<file path="config.mk">
export PLATFORM = sky130hd
export DESIGN_NAME = register_window
export DESIGN_NICKNAME = d
export VERILOG_FILES = /design/src/design/mem_pkg.sv /design/src/design/register_window.sv
export SDC_FILE = /design/constraint.sdc
export NUM_CORES = 1
export LEC_CHECK = 0
export ABC_AREA = 1
export BUFFER_PORTS_ARGS = -buffer_cell sky130_fd_sc_hd__buf_2
export CAP_MARGIN = 20
export CORE_UTILIZATION = 49
export DETAILED_ROUTE_END_ITERATION = 16
export PLACE_DENSITY_LB_ADDON = 0.2
export SLEW_MARGIN = 10
export SYNTH_ARGS = -nofsm -noshare
export SYNTH_HDL_FRONTEND = slang
export SYNTH_SLANG_ARGS = --single-unit
</file>
<file path="constraint.sdc">
create_clock -name rclk -period 2.7 [get_ports rclk]
set_input_delay 0.54 -clock rclk [delete_from_list [all_inputs] [get_ports rclk]]
set_output_delay 0.54 -clock rclk [all_outputs]
set_load 0.02 [all_outputs]
</file>
<file path="src/design/mem_pkg.sv">
// memory geometry constants, address field widths, data types and the bank word union
`default_nettype none

package mem_pkg;

	// storage and port widths
	localparam int word_width = 32;
	localparam int byte_width = 8;

	// bank arrangement, eight banks of 512 words
	localparam int bank_count = 8;
	localparam int bank_bits = $clog2(bank_count);
	localparam int word_addr_bits = 9;

	// byte lane within a stored word
	localparam int lane_bits = $clog2(word_width / byte_width);

	// port A addresses words, bank in the top bits
	localparam int a_addr_bits = bank_bits + word_addr_bits;

	// port B addresses bytes, lane in the low bits
	localparam int b_addr_bits = bank_bits + word_addr_bits + lane_bits;

	// control registers shadow the bottom words of bank 0
	localparam int control_count = 4;

	typedef logic [word_width-1:0] word_t;
	typedef logic [byte_width-1:0] byte_t;
	typedef logic [bank_bits-1:0] bank_sel_t;

	// one stored word, read whole by port A and by lane on port B
	// lane 0 sits in the least significant byte
	typedef union packed {
		word_t word;
		byte_t [(1 << lane_bits)-1:0] lanes;
	} bank_word_u;

endpackage

`default_nettype wire

</file>
<file path="src/design/register_window.sv">
// four control registers shadowing port A writes to the bottom of bank 0
`timescale 1ns/1ps
`default_nettype none

module register_window (
	input wire logic rclk,
	input wire logic reset,
	input wire logic [mem_pkg::a_addr_bits-1:0] a_address,
	input wire mem_pkg::word_t a_write_data,
	input wire logic a_write_enable,
	output mem_pkg::word_t control_0,
	output mem_pkg::word_t control_1,
	output mem_pkg::word_t control_2,
	output mem_pkg::word_t control_3
);
	import mem_pkg::*;

	// address fields split as in the banks
	bank_sel_t a_bank;
	logic [word_addr_bits-1:0] a_word;

	// any port A write into bank 0
	logic window_write;
	// per-register load strobes
	logic [control_count-1:0] load;

	word_t control_q [control_count];

	assign a_bank = a_address[a_addr_bits-1 -: bank_bits];
	assign a_word = a_address[word_addr_bits-1:0];
	assign window_write = a_write_enable && (a_bank == '0);

	for (genvar i = 0; i < control_count; i++) begin : g_control
		// word i of bank 0 only
		assign load[i] = window_write && (a_word == word_addr_bits'(i));

		// loads on the same edge as the memory write
		always_ff @(posedge rclk) begin
			if (reset) begin
				control_q[i] <= '0;
			end else if (load[i]) begin
				control_q[i] <= a_write_data;
			end
		end

		// bank 0 word i is port A address i
		// a change needs that write or a reset one edge earlier
		control_change_has_cause: assert property (
			@(posedge rclk) disable iff (reset)
			!$stable(control_q[i]) |->
				($past(a_write_enable && (a_address == a_addr_bits'(i))) || $past(reset))
		);
	end

	assign control_0 = control_q[0];
	assign control_1 = control_q[1];
	assign control_2 = control_q[2];
	assign control_3 = control_q[3];

endmodule

`default_nettype wire

</file>
==> results by group <==
Critical path
  • Crit-path max cell delay: about 420 ps
  • Arr. time, crit path: 1100 ps
  • CP bufs+invs: 1
  • CP Max Fanout: 1
  • CP Class: reg2out
  • Crit-path cells: buf_2
  • Crit-path leading delay family: flip-flops
  • Critical Path Source Type: flip-flop
  • Worst path required time: between 2000 and 2500 ps
  • Crit-path slowest cell: edfxtp_1
  • Setup crit end kind: primary output

Clock network
  • Clk sinks: 128
  • Post-CTS Setup Inserts: 0
  • Clock-pin slew on the worst setup and hold paths: about 60 ps
  • CTS tree: yes
  • H-tree Lvls: 4
  • Resize count post-CTS: 0
  • Clock buffer depth: 2
  • Total CTS buffers: 17
  • # hold bufs at CTS: 0
  • Root Buffer: clkbuf_8

Floorplanning
  • Core ar.: slightly above 9000 um2
  • Die area: 10000 um2
  • Die W: approximately 100 um
  • Die height: 100 um
  • Top Ports: roughly 180
  • Number of cell rows: 35
  • Initial Utilization: between 50 and 60%

Synth
  • Yosys warning count: 0
  • Mapped Cells: ~330
  • Unique masters post-synth: 7
  • Synth Area per Inst: 14.2 um2
  • Synth Cell Area: 4710 um2
  • Syn Nets: approximately 380
  • Register area share after synthesis: 81.6%
  • Synth Register Bits: 128

Route
  • Routed length per instance: approximately 16 um
  • Drt total wl: between 10 and 15 mm
  • Vias: ~3.1k
  • Antenna viol nets, final: 0
  • Initial DRC count: 115
  • # DRC: 0
  • First-pass DRT Iterations: 4
  • Post-DR vias/cell: 4.65

Final layout
  • Layout cells sized above 1: 41.4%
  • Top Registers: control_q: 128 flops
  • Most flops, register: control_q
  • Final Instance Count excl. Fillers: ~670
  • Max reg flops: 128
  • Area Overhead vs Synth: 34.2%
  • Final cell utilization of the core: 68.1%
  • Fin nets: ~570
  • # diodes: 0
  • Fillers: 747

Global routing
  • Pin count of the biggest net entering global routing: 24
  • GRT busiest layer: met2
  • GR Util met1: 27.5%
  • Vias in the first global route: 3134
  • Global-route wire length before repair: 16.3 mm
  • GRT Util Overall: a little under a quarter
  • Met3 usage: 8.08%
  • Grt ovf: 0
  • Initial antenna violation count: 0
  • Global Route met2 Usage: between 30 and 40%

Worst hold path
  • Hold Crit Endpoint: control_q[0][14]
  • HP Class: in2reg
  • Hold Crit Start: a_write_data[14]
  • Hold Path Depth: 3

Place
  • Placement Setup Slack: 669 ps
  • Placed cell count: 636
  • GPL Wtd Cong: 0.819
  • Detailed placer's ending HPWL: 7.29 mm
  • Port bufs: 174

Run status
  • Status: finished, final reports clean

Timing
  • Final worst setup slack: 1060 ps
  • Fmax: between 600 and 700 MHz
  • Final Hold Fails: 0
  • Final period util: 60.8%
  • Setup TNS: 0 ps
  • Slew @ Worst Pin: around 440 ps
  • RSZ-0062 raised after global routing: no
  • Slew headroom: between 70% and 80%
  • Fin crit period: 1640 ps
  • Max-slew violation count: 0
  • Endpoints failing setup: 0

Pwr
  • PwrDens: approximately 770 nW/um2
  • Peak VDD IR: 0.000413 V
  • Pleak: roughly 2.8 nW

Job
  • Max_cap viols: 0
synthesized netlist by cell type:
cell / instances / area [um2]
nor2_1: 138 / 518
nand3_1: 5 / 25.0
nand2_1: 11 / 41.3
edfxtp_1: 128 / 3840
inv_1: 36 / 135
buf_6: 12 / 135
nor2_4: 1 / 11.3
layer usage:
metal | share of wire (%) | up-vias
li1 | - | 1487
met1 | 40 | 1466
met2 | 50 | 138
met3 | 7.8 | 13
met4 | 1.8 | 0
met5 | 0 | -
metrics by stage:
step / instance area (um2) / hold slack [ps] / total power, W
floorplan: 4710 / 783 / 0.00254
global placement: 5750 / 879 / 0.00271
detailed placement: 5750 / 886 / 0.00271
CTS: 6320 / 357 / 0.00487
global route: 6320 / 365 / 0.00499
finish: 6320 / 373 / 0.00484
layout by cell type, fill, tap and decap left out:
master      Yosys  routed
inv_6           0       3
buf_12          0       2
clkinv_2        0       1
inv_1          36      36
inv_8           0       1
clkbuf_8        0       1
nor2_1        138     138
clkbuf_16       0      16
buf_4           0      12
clkinvlp_4      0       4
buf_2           0     174
nand2_2         0       2
clkinv_4        0       3
edfxtp_1      128     128
nor2_4          1       1
bufinv_16       0       2
nand3_1         5       4
nand3_2         0       1
nand2_1        11       9
power by group:
part	internal [W]	switching, W
Sequential	0.00228	0.0000283
Clock	0.00132	0.000852
Combinational	0.000107	0.000253
Total	0.00371	0.00113
worst max-delay path by stage:
stage	start	endpoint	slack, ps	depth (start not counted)
floorplan	a_address[10]	control_q[0][0]	660	5
global placement	a_address[10]	control_q[3][10]	670	7
detailed placement	a_address[10]	control_q[3][10]	670	7
CTS	control_q[1][5]	control_1[5]	1050	1
global route	control_q[1][0]	control_1[0]	1040	1
finish	control_q[1][5]	control_1[5]	1060	1
final cells by class:
class,instances,area (um2),share of cell area [%]
multi-input cells,155,606,9.58
repair buffers,188,1000,15.8
inverters,36,135,2.14
clock buffers,17,414,6.55
well taps,129,161,2.55
clock inverters,14,159,2.51
flip-flops and latches,128,3840,60.8
cell families (layout without fill, tap and decap cells):
| logic type | Yosys count | count (layout) | share of synthesized area, % |
|---|---|---|---|
| and+or+nand+nor | 155 | 155 | 12.6 |
| DFF | 128 | 128 | 81.6 |
| buffers and inverters | 48 | 255 | 5.74 |
Power figures use the tool's default switching activity.
