### config.mk
export PLATFORM = sky130hd
export DESIGN_NAME = read_select
export DESIGN_NICKNAME = d
export VERILOG_FILES = /design/src/design/mem_pkg.sv /design/src/design/read_select.sv
export SDC_FILE = /design/constraint.sdc
export NUM_CORES = 1
export LEC_CHECK = 0
export BUFFER_PORTS_ARGS = -buffer_cell sky130_fd_sc_hd__buf_2
export CORE_AREA = 2 2 115 117
export DETAILED_ROUTE_END_ITERATION = 8
export DIE_AREA = 0 0 117 119
export PLACE_DENSITY = 0.61
export SLEW_MARGIN = 20
export SYNTH_ARGS = -nofsm -noshare
export SYNTH_HDL_FRONTEND = slang
export SYNTH_SLANG_ARGS = --single-unit
### constraint.sdc
create_clock -name rclk -period 1.72 [get_ports rclk]
set_input_delay 0.258 -clock rclk [delete_from_list [all_inputs] [get_ports rclk]]
set_output_delay 0.258 -clock rclk [all_outputs]
set_load 0.005 [all_outputs]
### src/design/mem_pkg.sv
// memory geometry constants, address field widths, data types and the bank word union
`default_nettype none

package mem_pkg;

	// storage and port widths
	localparam int word_width = 32;
	localparam int byte_width = 8;

	// bank arrangement, eight banks of 512 words
	localparam int bank_count = 8;
	localparam int bank_bits = $clog2(bank_count);
	localparam int word_addr_bits = 9;

	// byte lane within a stored word
	localparam int lane_bits = $clog2(word_width / byte_width);

	// port A addresses words, bank in the top bits
	localparam int a_addr_bits = bank_bits + word_addr_bits;

	// port B addresses bytes, lane in the low bits
	localparam int b_addr_bits = bank_bits + word_addr_bits + lane_bits;

	// control registers shadow the bottom words of bank 0
	localparam int control_count = 4;

	typedef logic [word_width-1:0] word_t;
	typedef logic [byte_width-1:0] byte_t;
	typedef logic [bank_bits-1:0] bank_sel_t;

	// one stored word, read whole by port A and by lane on port B
	// lane 0 sits in the least significant byte
	typedef union packed {
		word_t word;
		byte_t [(1 << lane_bits)-1:0] lanes;
	} bank_word_u;

endpackage

`default_nettype wire

### src/design/read_select.sv
// read_select, registered bank select, bank output multiplexer and output register
`timescale 1ns/1ps
`default_nettype none

module read_select #(
	parameter int data_width = mem_pkg::word_width
) (
	input wire logic rclk,
	input wire logic reset,
	// bank field of the address, same cycle as the bank address
	input wire mem_pkg::bank_sel_t bank,
	// one result per bank, one cycle after the address
	input wire logic [data_width-1:0] bank_data [mem_pkg::bank_count],
	output logic [data_width-1:0] read_data
);
	import mem_pkg::*;

	// bank number delayed to match the bank read register
	bank_sel_t bank_q;

	// bank_q loads on the edge that performs the bank read
	always_ff @(posedge rclk) begin
		if (reset) begin
			bank_q <= '0;
		end else begin
			bank_q <= bank;
		end
	end

	// pick the addressed bank and register it
	// adds the second cycle of read latency
	always_ff @(posedge rclk) begin
		if (reset) begin
			read_data <= '0;
		end else begin
			read_data <= bank_data[bank_q];
		end
	end

	// output starts from zero after reset
	// whatever the banks were holding
	read_data_cleared: assert property (
		@(posedge rclk)
		reset |=> (read_data == '0)
	);

endmodule

`default_nettype wire

==> impl_metrics.tcl, run 1 <==
set metrics [dict create \
    grt_use_met3_pct 4.38 \
    clk_latency_ns 0.28 \
    r2r_cells 4 \
    vias 2912 \
    viasPerCell 4.48 \
    clk_pin_slew_ns 0.06 \
    critical_path_class "flip-flop to flip-flop" \
    wl_per_cell_um 15.3 \
    post_dp_cell_area_mm2 0.00443 \
    cts_tree "done" \
    finalCriticalPeriod_ns 1.54 \
    rows 42 \
    root_buffer "clkbuf_16" \
    cp-start-kind "flip-flop" \
    pwr-share-comb_pct 32.8 \
    global_route.usage.met1_pct 13.6 \
    pwr_density_cell_mw_per_mm2 585 \
    clock-skew-final_ns 0.00267 \
    tns_ns 0 \
    grt_pass1_vias 3118 \
    hp-class "primary input to flip-flop" \
    power_leakage_nw 2.16 \
    synth_common_cells "62 x mux4_2, 35 x dfxtp_1, 32 x mux2i_1, 32 x nor2_1, 10 x buf_2" \
    syn_inst 188 \
    r2r_start "bank_q[1]$_SDFF_PP0_" \
    worst_path_largest_cell_delay_ns 0.55 \
    cts_hold_buf 0 \
    path_buf_inv 1 \
    clkPwrFrac_pct 33.2 \
    fin_nets 734 \
    cts_buffer_depth 2 \
    grtUsageMet2_pct 27.1 \
    r2r_slack_ns 0.18 \
    die_w_um 117 \
    synth_most_common_cell "mux4_2" \
    post-dp-hpwl_mm 8.36 \
    synth.top_cell.area_share_pct 50.0 \
    crit_path_start "bank_q[1]$_SDFF_PP0_" \
    slew_viol_final 0 \
    yosys.area.top_type "mux4_2" \
    slew_headroom_pct 71.6 \
    synthTopCellsByArea "mux4_2 50%, dfxtp_1 25%, mux2i_1 11%" \
    firstDrtPassIters 4 \
    worstHoldStart "bank[2]" \
    h-tree-depth 2 \
    yosys.cell_types.count 11 \
    worstSetupEndpointType "flip-flop" \
    stdcell_area_mm2 0.00457 \
    dpl_worst_slack_ns 0.176 \
    synth-seq-area-share_pct 25.1 \
    maxCapViolCount 0 \
    synth-async-reset-ratio_pct 0 \
    timing.rr.end "read_data[20]$_SDFF_PP0_" \
    cts_sinks 35 \
    drtAntennaViolNets 0 \
    synth_area_mm2 0.00279 \
    hold_viol_final 0 \
    die_area_mm2 0.0139 \
    hold_path_depth 2 \
    grt_pass1_wl_mm 14.8 \
    ctsResizeCount 0 \
    postCtsSetupRepairBufs 0 \
    status "completed" \
    area_growth_pct 63.8 \
    rsz0062_at_grt "false" \
    port-buffer-count 292 \
    finalCritPeriodShare_pct 89.3 \
    grt_overflow 0 \
    critPathSlowestCell "mux4_2" \
    synth-edff-count 0 \
    seqPwrFrac_pct 34.0 \
    vdd_ir_drop_max_mv 0.292 \
    cts_buffers 5 \
    antenna_found_initial 0 \
    path_max_fanout 30 \
    syn_area_per_cell_um2 14.8 \
    diodes 0 \
    synth_fp_nets 449 \
    cp.required_ns 1.89 \
    fp.coreArea_mm2 0.0129 \
    setup_viol 0 \
    grt.busiest_layer "met2" \
    place.gp.congestion 0.843 \
    crit_chain "buf_12 > mux4_2 > mux2i_1 > nor2_1" \
    fmax_ghz 0.651 \
    min_to "bank_q[2]$_SDFF_PP0_" \
    initial_core_util_pct 21.7 \
    grt_max_degree 40 \
    ys_ff_latch 35 \
    worst_pin_slew_ns 0.425 \
    synth_warnings 0 \
    io_pins 293 \
    crit_arrival_ns 1.71 \
    ys.flop_type "dfxtp_1" \
    drc 0 \
    p_int_mw 1.99 \
    die_h_um 119 \
    power.switching_mw 0.684 \
    drive_gt1_share_pct 78.3 \
    crit_family "multiplexers" \
    fin_ws_ns 0.184 \
    drt_iter0_markers 87 \
    p_sw_share_pct 25.6 \
    wirelength_mm 9.95 \
    track_usage_pct 14.0 \
]
-- layout by cell type (no fill, tap or decap) --
master and instances:
buf_4 2, dfxtp_1 32, nor2b_1 3, clkbuf_16 5, nor2_1 32, dfxtp_4 1, dfxtp_2 2, mux2i_1 32
mux4_2 62, clkbuf_1 2, buf_12 6, buf_2 292, mux4_1 2, clkinv_2 1
-- per-stage QoR --
| step | utilization, % | power, mW | std cells | hold WS (ns) |
|---|---|---|---|---|
| after floorplan | - | 1.40 | 188 | 0.386 |
| after global placement | 34.4 | 1.79 | 642 | 0.469 |
| after detailed placement | 34.4 | 1.82 | 642 | 0.474 |
| after CTS | 35.5 | 2.75 | 650 | 0.168 |
| after global routing | 35.5 | 2.85 | 650 | 0.211 |
| final | 35.5 | 2.67 | 650 | 0.183 |
-- kinds of logic after synthesis --
logic type	Yosys count	share of synthesized area, %
buf+inv	22	6.50
flops	35	25.1
mux	96	63.4
simple gates	35	4.98
-- area by class of cell --
cell class	instances	area, um2
clock buffer	7	133
clock inverter	1	5.00
fill	1320	8310
multi-input combinational	131	1910
sequential	35	707
tap	176	220
timing repair buffer	300	1600
-- per-layer routing --
metal  share of wire, %  up-vias
met4                2.5        0
li1                   -     1343
met5                  0        -
met3                9.3       16
met2                 54      171
met1                 34     1382
-- power groups by stage --
stage | combinational (mW) | clock [mW] | sequential [mW]
finish | 0.876 | 0.887 | 0.908
global route | 0.962 | 0.975 | 0.915
CTS | 0.894 | 0.944 | 0.909
detailed placement | 0.893 | 0 | 0.927
global placement | 0.865 | 0 | 0.926
floorplan | 0.465 | 0 | 0.931
-- how the worst max path moves through the flow --
stage | to | slack [ns] | cells after the start
after global routing | read_data[8]$_SDFF_PP0_ | 0.11 | 4
after detailed placement | read_data[11]$_SDFF_PP0_ | 0.18 | 4
after global placement | read_data[8]$_SDFF_PP0_ | 0.24 | 4
final | read_data[20]$_SDFF_PP0_ | 0.18 | 4
after floorplan | read_data[20]$_SDFF_PP0_ | 0.28 | 5
after CTS | read_data[11]$_SDFF_PP0_ | 0.17 | 4
-- registers in the layout, indices dropped and copies added (netlist names) --
signal,cells
read_data,32
bank_q,3
(Power assumes the default switching activity.)
==> run 2, diff against run 1 <==
Settings changed: REMOVE_ABC_BUFFERS set to 1.
==> run 2 against run 1 <==
Compared with the run above: count of clock-buffer cells in the layout is the same; final area is 0.33% higher; power is 0.64% lower; core utilization grew 0.12 points; cell count increased by 0.77%; largest cell class unchanged.
==> impl_metrics.tcl, run 2 (synthesis gave the netlist of run 1 again) <==
set metrics [dict create \
    post-dp-hpwl_mm 9.00 \
    die_h_um 119 \
    power.total_mw 2.65 \
    antenna_found_initial 0 \
    power.switching_mw 0.670 \
    critical_path_class "flip-flop to flip-flop" \
    tns_ns 0 \
    ctsResizeCount 0 \
    p_int_mw 1.98 \
    crit_chain "buf_12 > mux4_1 > mux2i_1 > nor2_1" \
    grt_pass1_wl_mm 15.0 \
    drt_iter0_markers 75 \
    h-tree-depth 2 \
    vdd_ir_drop_max_mv 0.278 \
    cts_hold_buf 0 \
    track_usage_pct 14.0 \
    diodes 0 \
    io_pins 293 \
    slew_headroom_pct 74.2 \
    fillers 1259 \
    slew_viol_final 0 \
    wirelength_mm 10.3 \
    rsz0062_at_grt "false" \
    viasPerCell 4.45 \
    path_buf_inv 1 \
    cp.required_ns 1.88 \
    clk_pin_slew_ns 0.06 \
    hold_viol_final 0 \
    fp.coreArea_mm2 0.0129 \
    cts_buffer_depth 2 \
    fmax_ghz 0.637 \
    crit_arrival_ns 1.73 \
    cp-start-kind "flip-flop" \
    final_cell_mix "292 x buf_2, 62 x mux4_2, 32 x mux2i_1, 32 x nor2_1, 32 x dfxtp_1" \
    fin_cells 655 \
    largest_register_ffs 32 \
    p_sw_share_pct 25.2 \
    drtAntennaViolNets 0 \
    wl_per_cell_um 15.7 \
    clock-skew-final_ns 0.00627 \
    final_common_cell "buf_2" \
    drive_gt1_share_pct 78.5 \
    worstSetupEndpointType "flip-flop" \
    finalCritPeriodShare_pct 91.2 \
    fin_ws_ns 0.151 \
    grt_overflow 0 \
    clk_latency_ns 0.28 \
    post_dp_cell_area_mm2 0.00445 \
    critPathSlowestCell "mux4_1" \
    dpl_worst_slack_ns 0.143 \
    firstDrtPassIters 4 \
    area_growth_pct 64.3 \
    die_w_um 117 \
    worstHoldStart "bank[2]" \
    pwr_density_cell_mw_per_mm2 579 \
    reg.largest.list "read_data x32, bank_q x3" \
    power_leakage_nw 2.18 \
    r2r_start "bank_q[1]$_SDFF_PP0_" \
    grt_max_degree 31 \
    clkPwrFrac_pct 32.3 \
    setup_viol 0 \
    seqPwrFrac_pct 34.4 \
    place.gp.congestion 0.807 \
    crit_family "multiplexers" \
    root_buffer "clkbuf_16" \
    fin_nets 740 \
    port-buffer-count 292 \
    postCtsSetupRepairBufs 0 \
    regMostFlops "read_data" \
    rows 42 \
    worst_pin_slew_ns 0.387 \
    vias 2912 \
    cts_buffers 5 \
    grt_pass1_vias 3053 \
    maxCapViolCount 0 \
    drc 0 \
    hp-class "primary input to flip-flop" \
    path_max_fanout 23 \
    crit_path_start "bank_q[1]$_SDFF_PP0_" \
    status "completed" \
    cts_tree "done" \
    worst_path_largest_cell_delay_ns 0.58 \
    die_area_mm2 0.0139 \
    initial_core_util_pct 21.7 \
    placed_cells 648 \
    pwr-share-comb_pct 33.3 \
    stdcell_area_mm2 0.00458 \
    finalCriticalPeriod_ns 1.57 \
    cts_sinks 35 \
]
run 2: layout make-up:
type	instances	area, um2	area share, %
Multi-Input combinational cell	131	1910	41.6
Timing Repair Buffer	306	1620	35.3
Sequential cell	35	707	15.4
Tap cell	176	220	4.80
Clock buffer	7	133	2.89
run 2: through the flow:
| step | utilization (%) | hold slack (ns) |
|---|---|---|
| floorplan | - | 0.330 |
| global placement | 34.6 | 0.496 |
| detailed placement | 34.6 | 0.500 |
| CTS | 35.6 | 0.212 |
| global route | 35.6 | 0.216 |
| finish | 35.6 | 0.218 |
run 2: power by group through the flow:
stage | combinational, mW | sequential [mW] | clock (mW)
after floorplan | 0.370 | 0.998 | 0
after global placement | 0.870 | 0.930 | 0
after detailed placement | 0.896 | 0.931 | 0
after CTS | 0.898 | 0.914 | 0.902
after global routing | 0.962 | 0.921 | 0.942
final | 0.884 | 0.913 | 0.857
run 2: metal layers:
layer	vias up	routed length [um]	global-route usage [%]	share of wire, %
met3	10	794	2.80	7.7
met1	1393	3740	15.2	36
met2	158	5610	27.1	55
met5	-	0	0	0
met4	0	125	3.68	1.2
li1	1351	-	-	-
run 2: path summary, 6_finish.rpt:
| check | end | slack (ns) | cells past startpoint |
|---|---|---|---|
| max | read_data[30]$_SDFF_PP0_ | 0.15 | 4 |
| max reg2reg | read_data[30]$_SDFF_PP0_ | 0.15 | 4 |
| min | bank_q[2]$_SDFF_PP0_ | 0.22 | 2 |
| min reg2reg | read_data[24]$_SDFF_PP0_ | 0.79 | 3 |
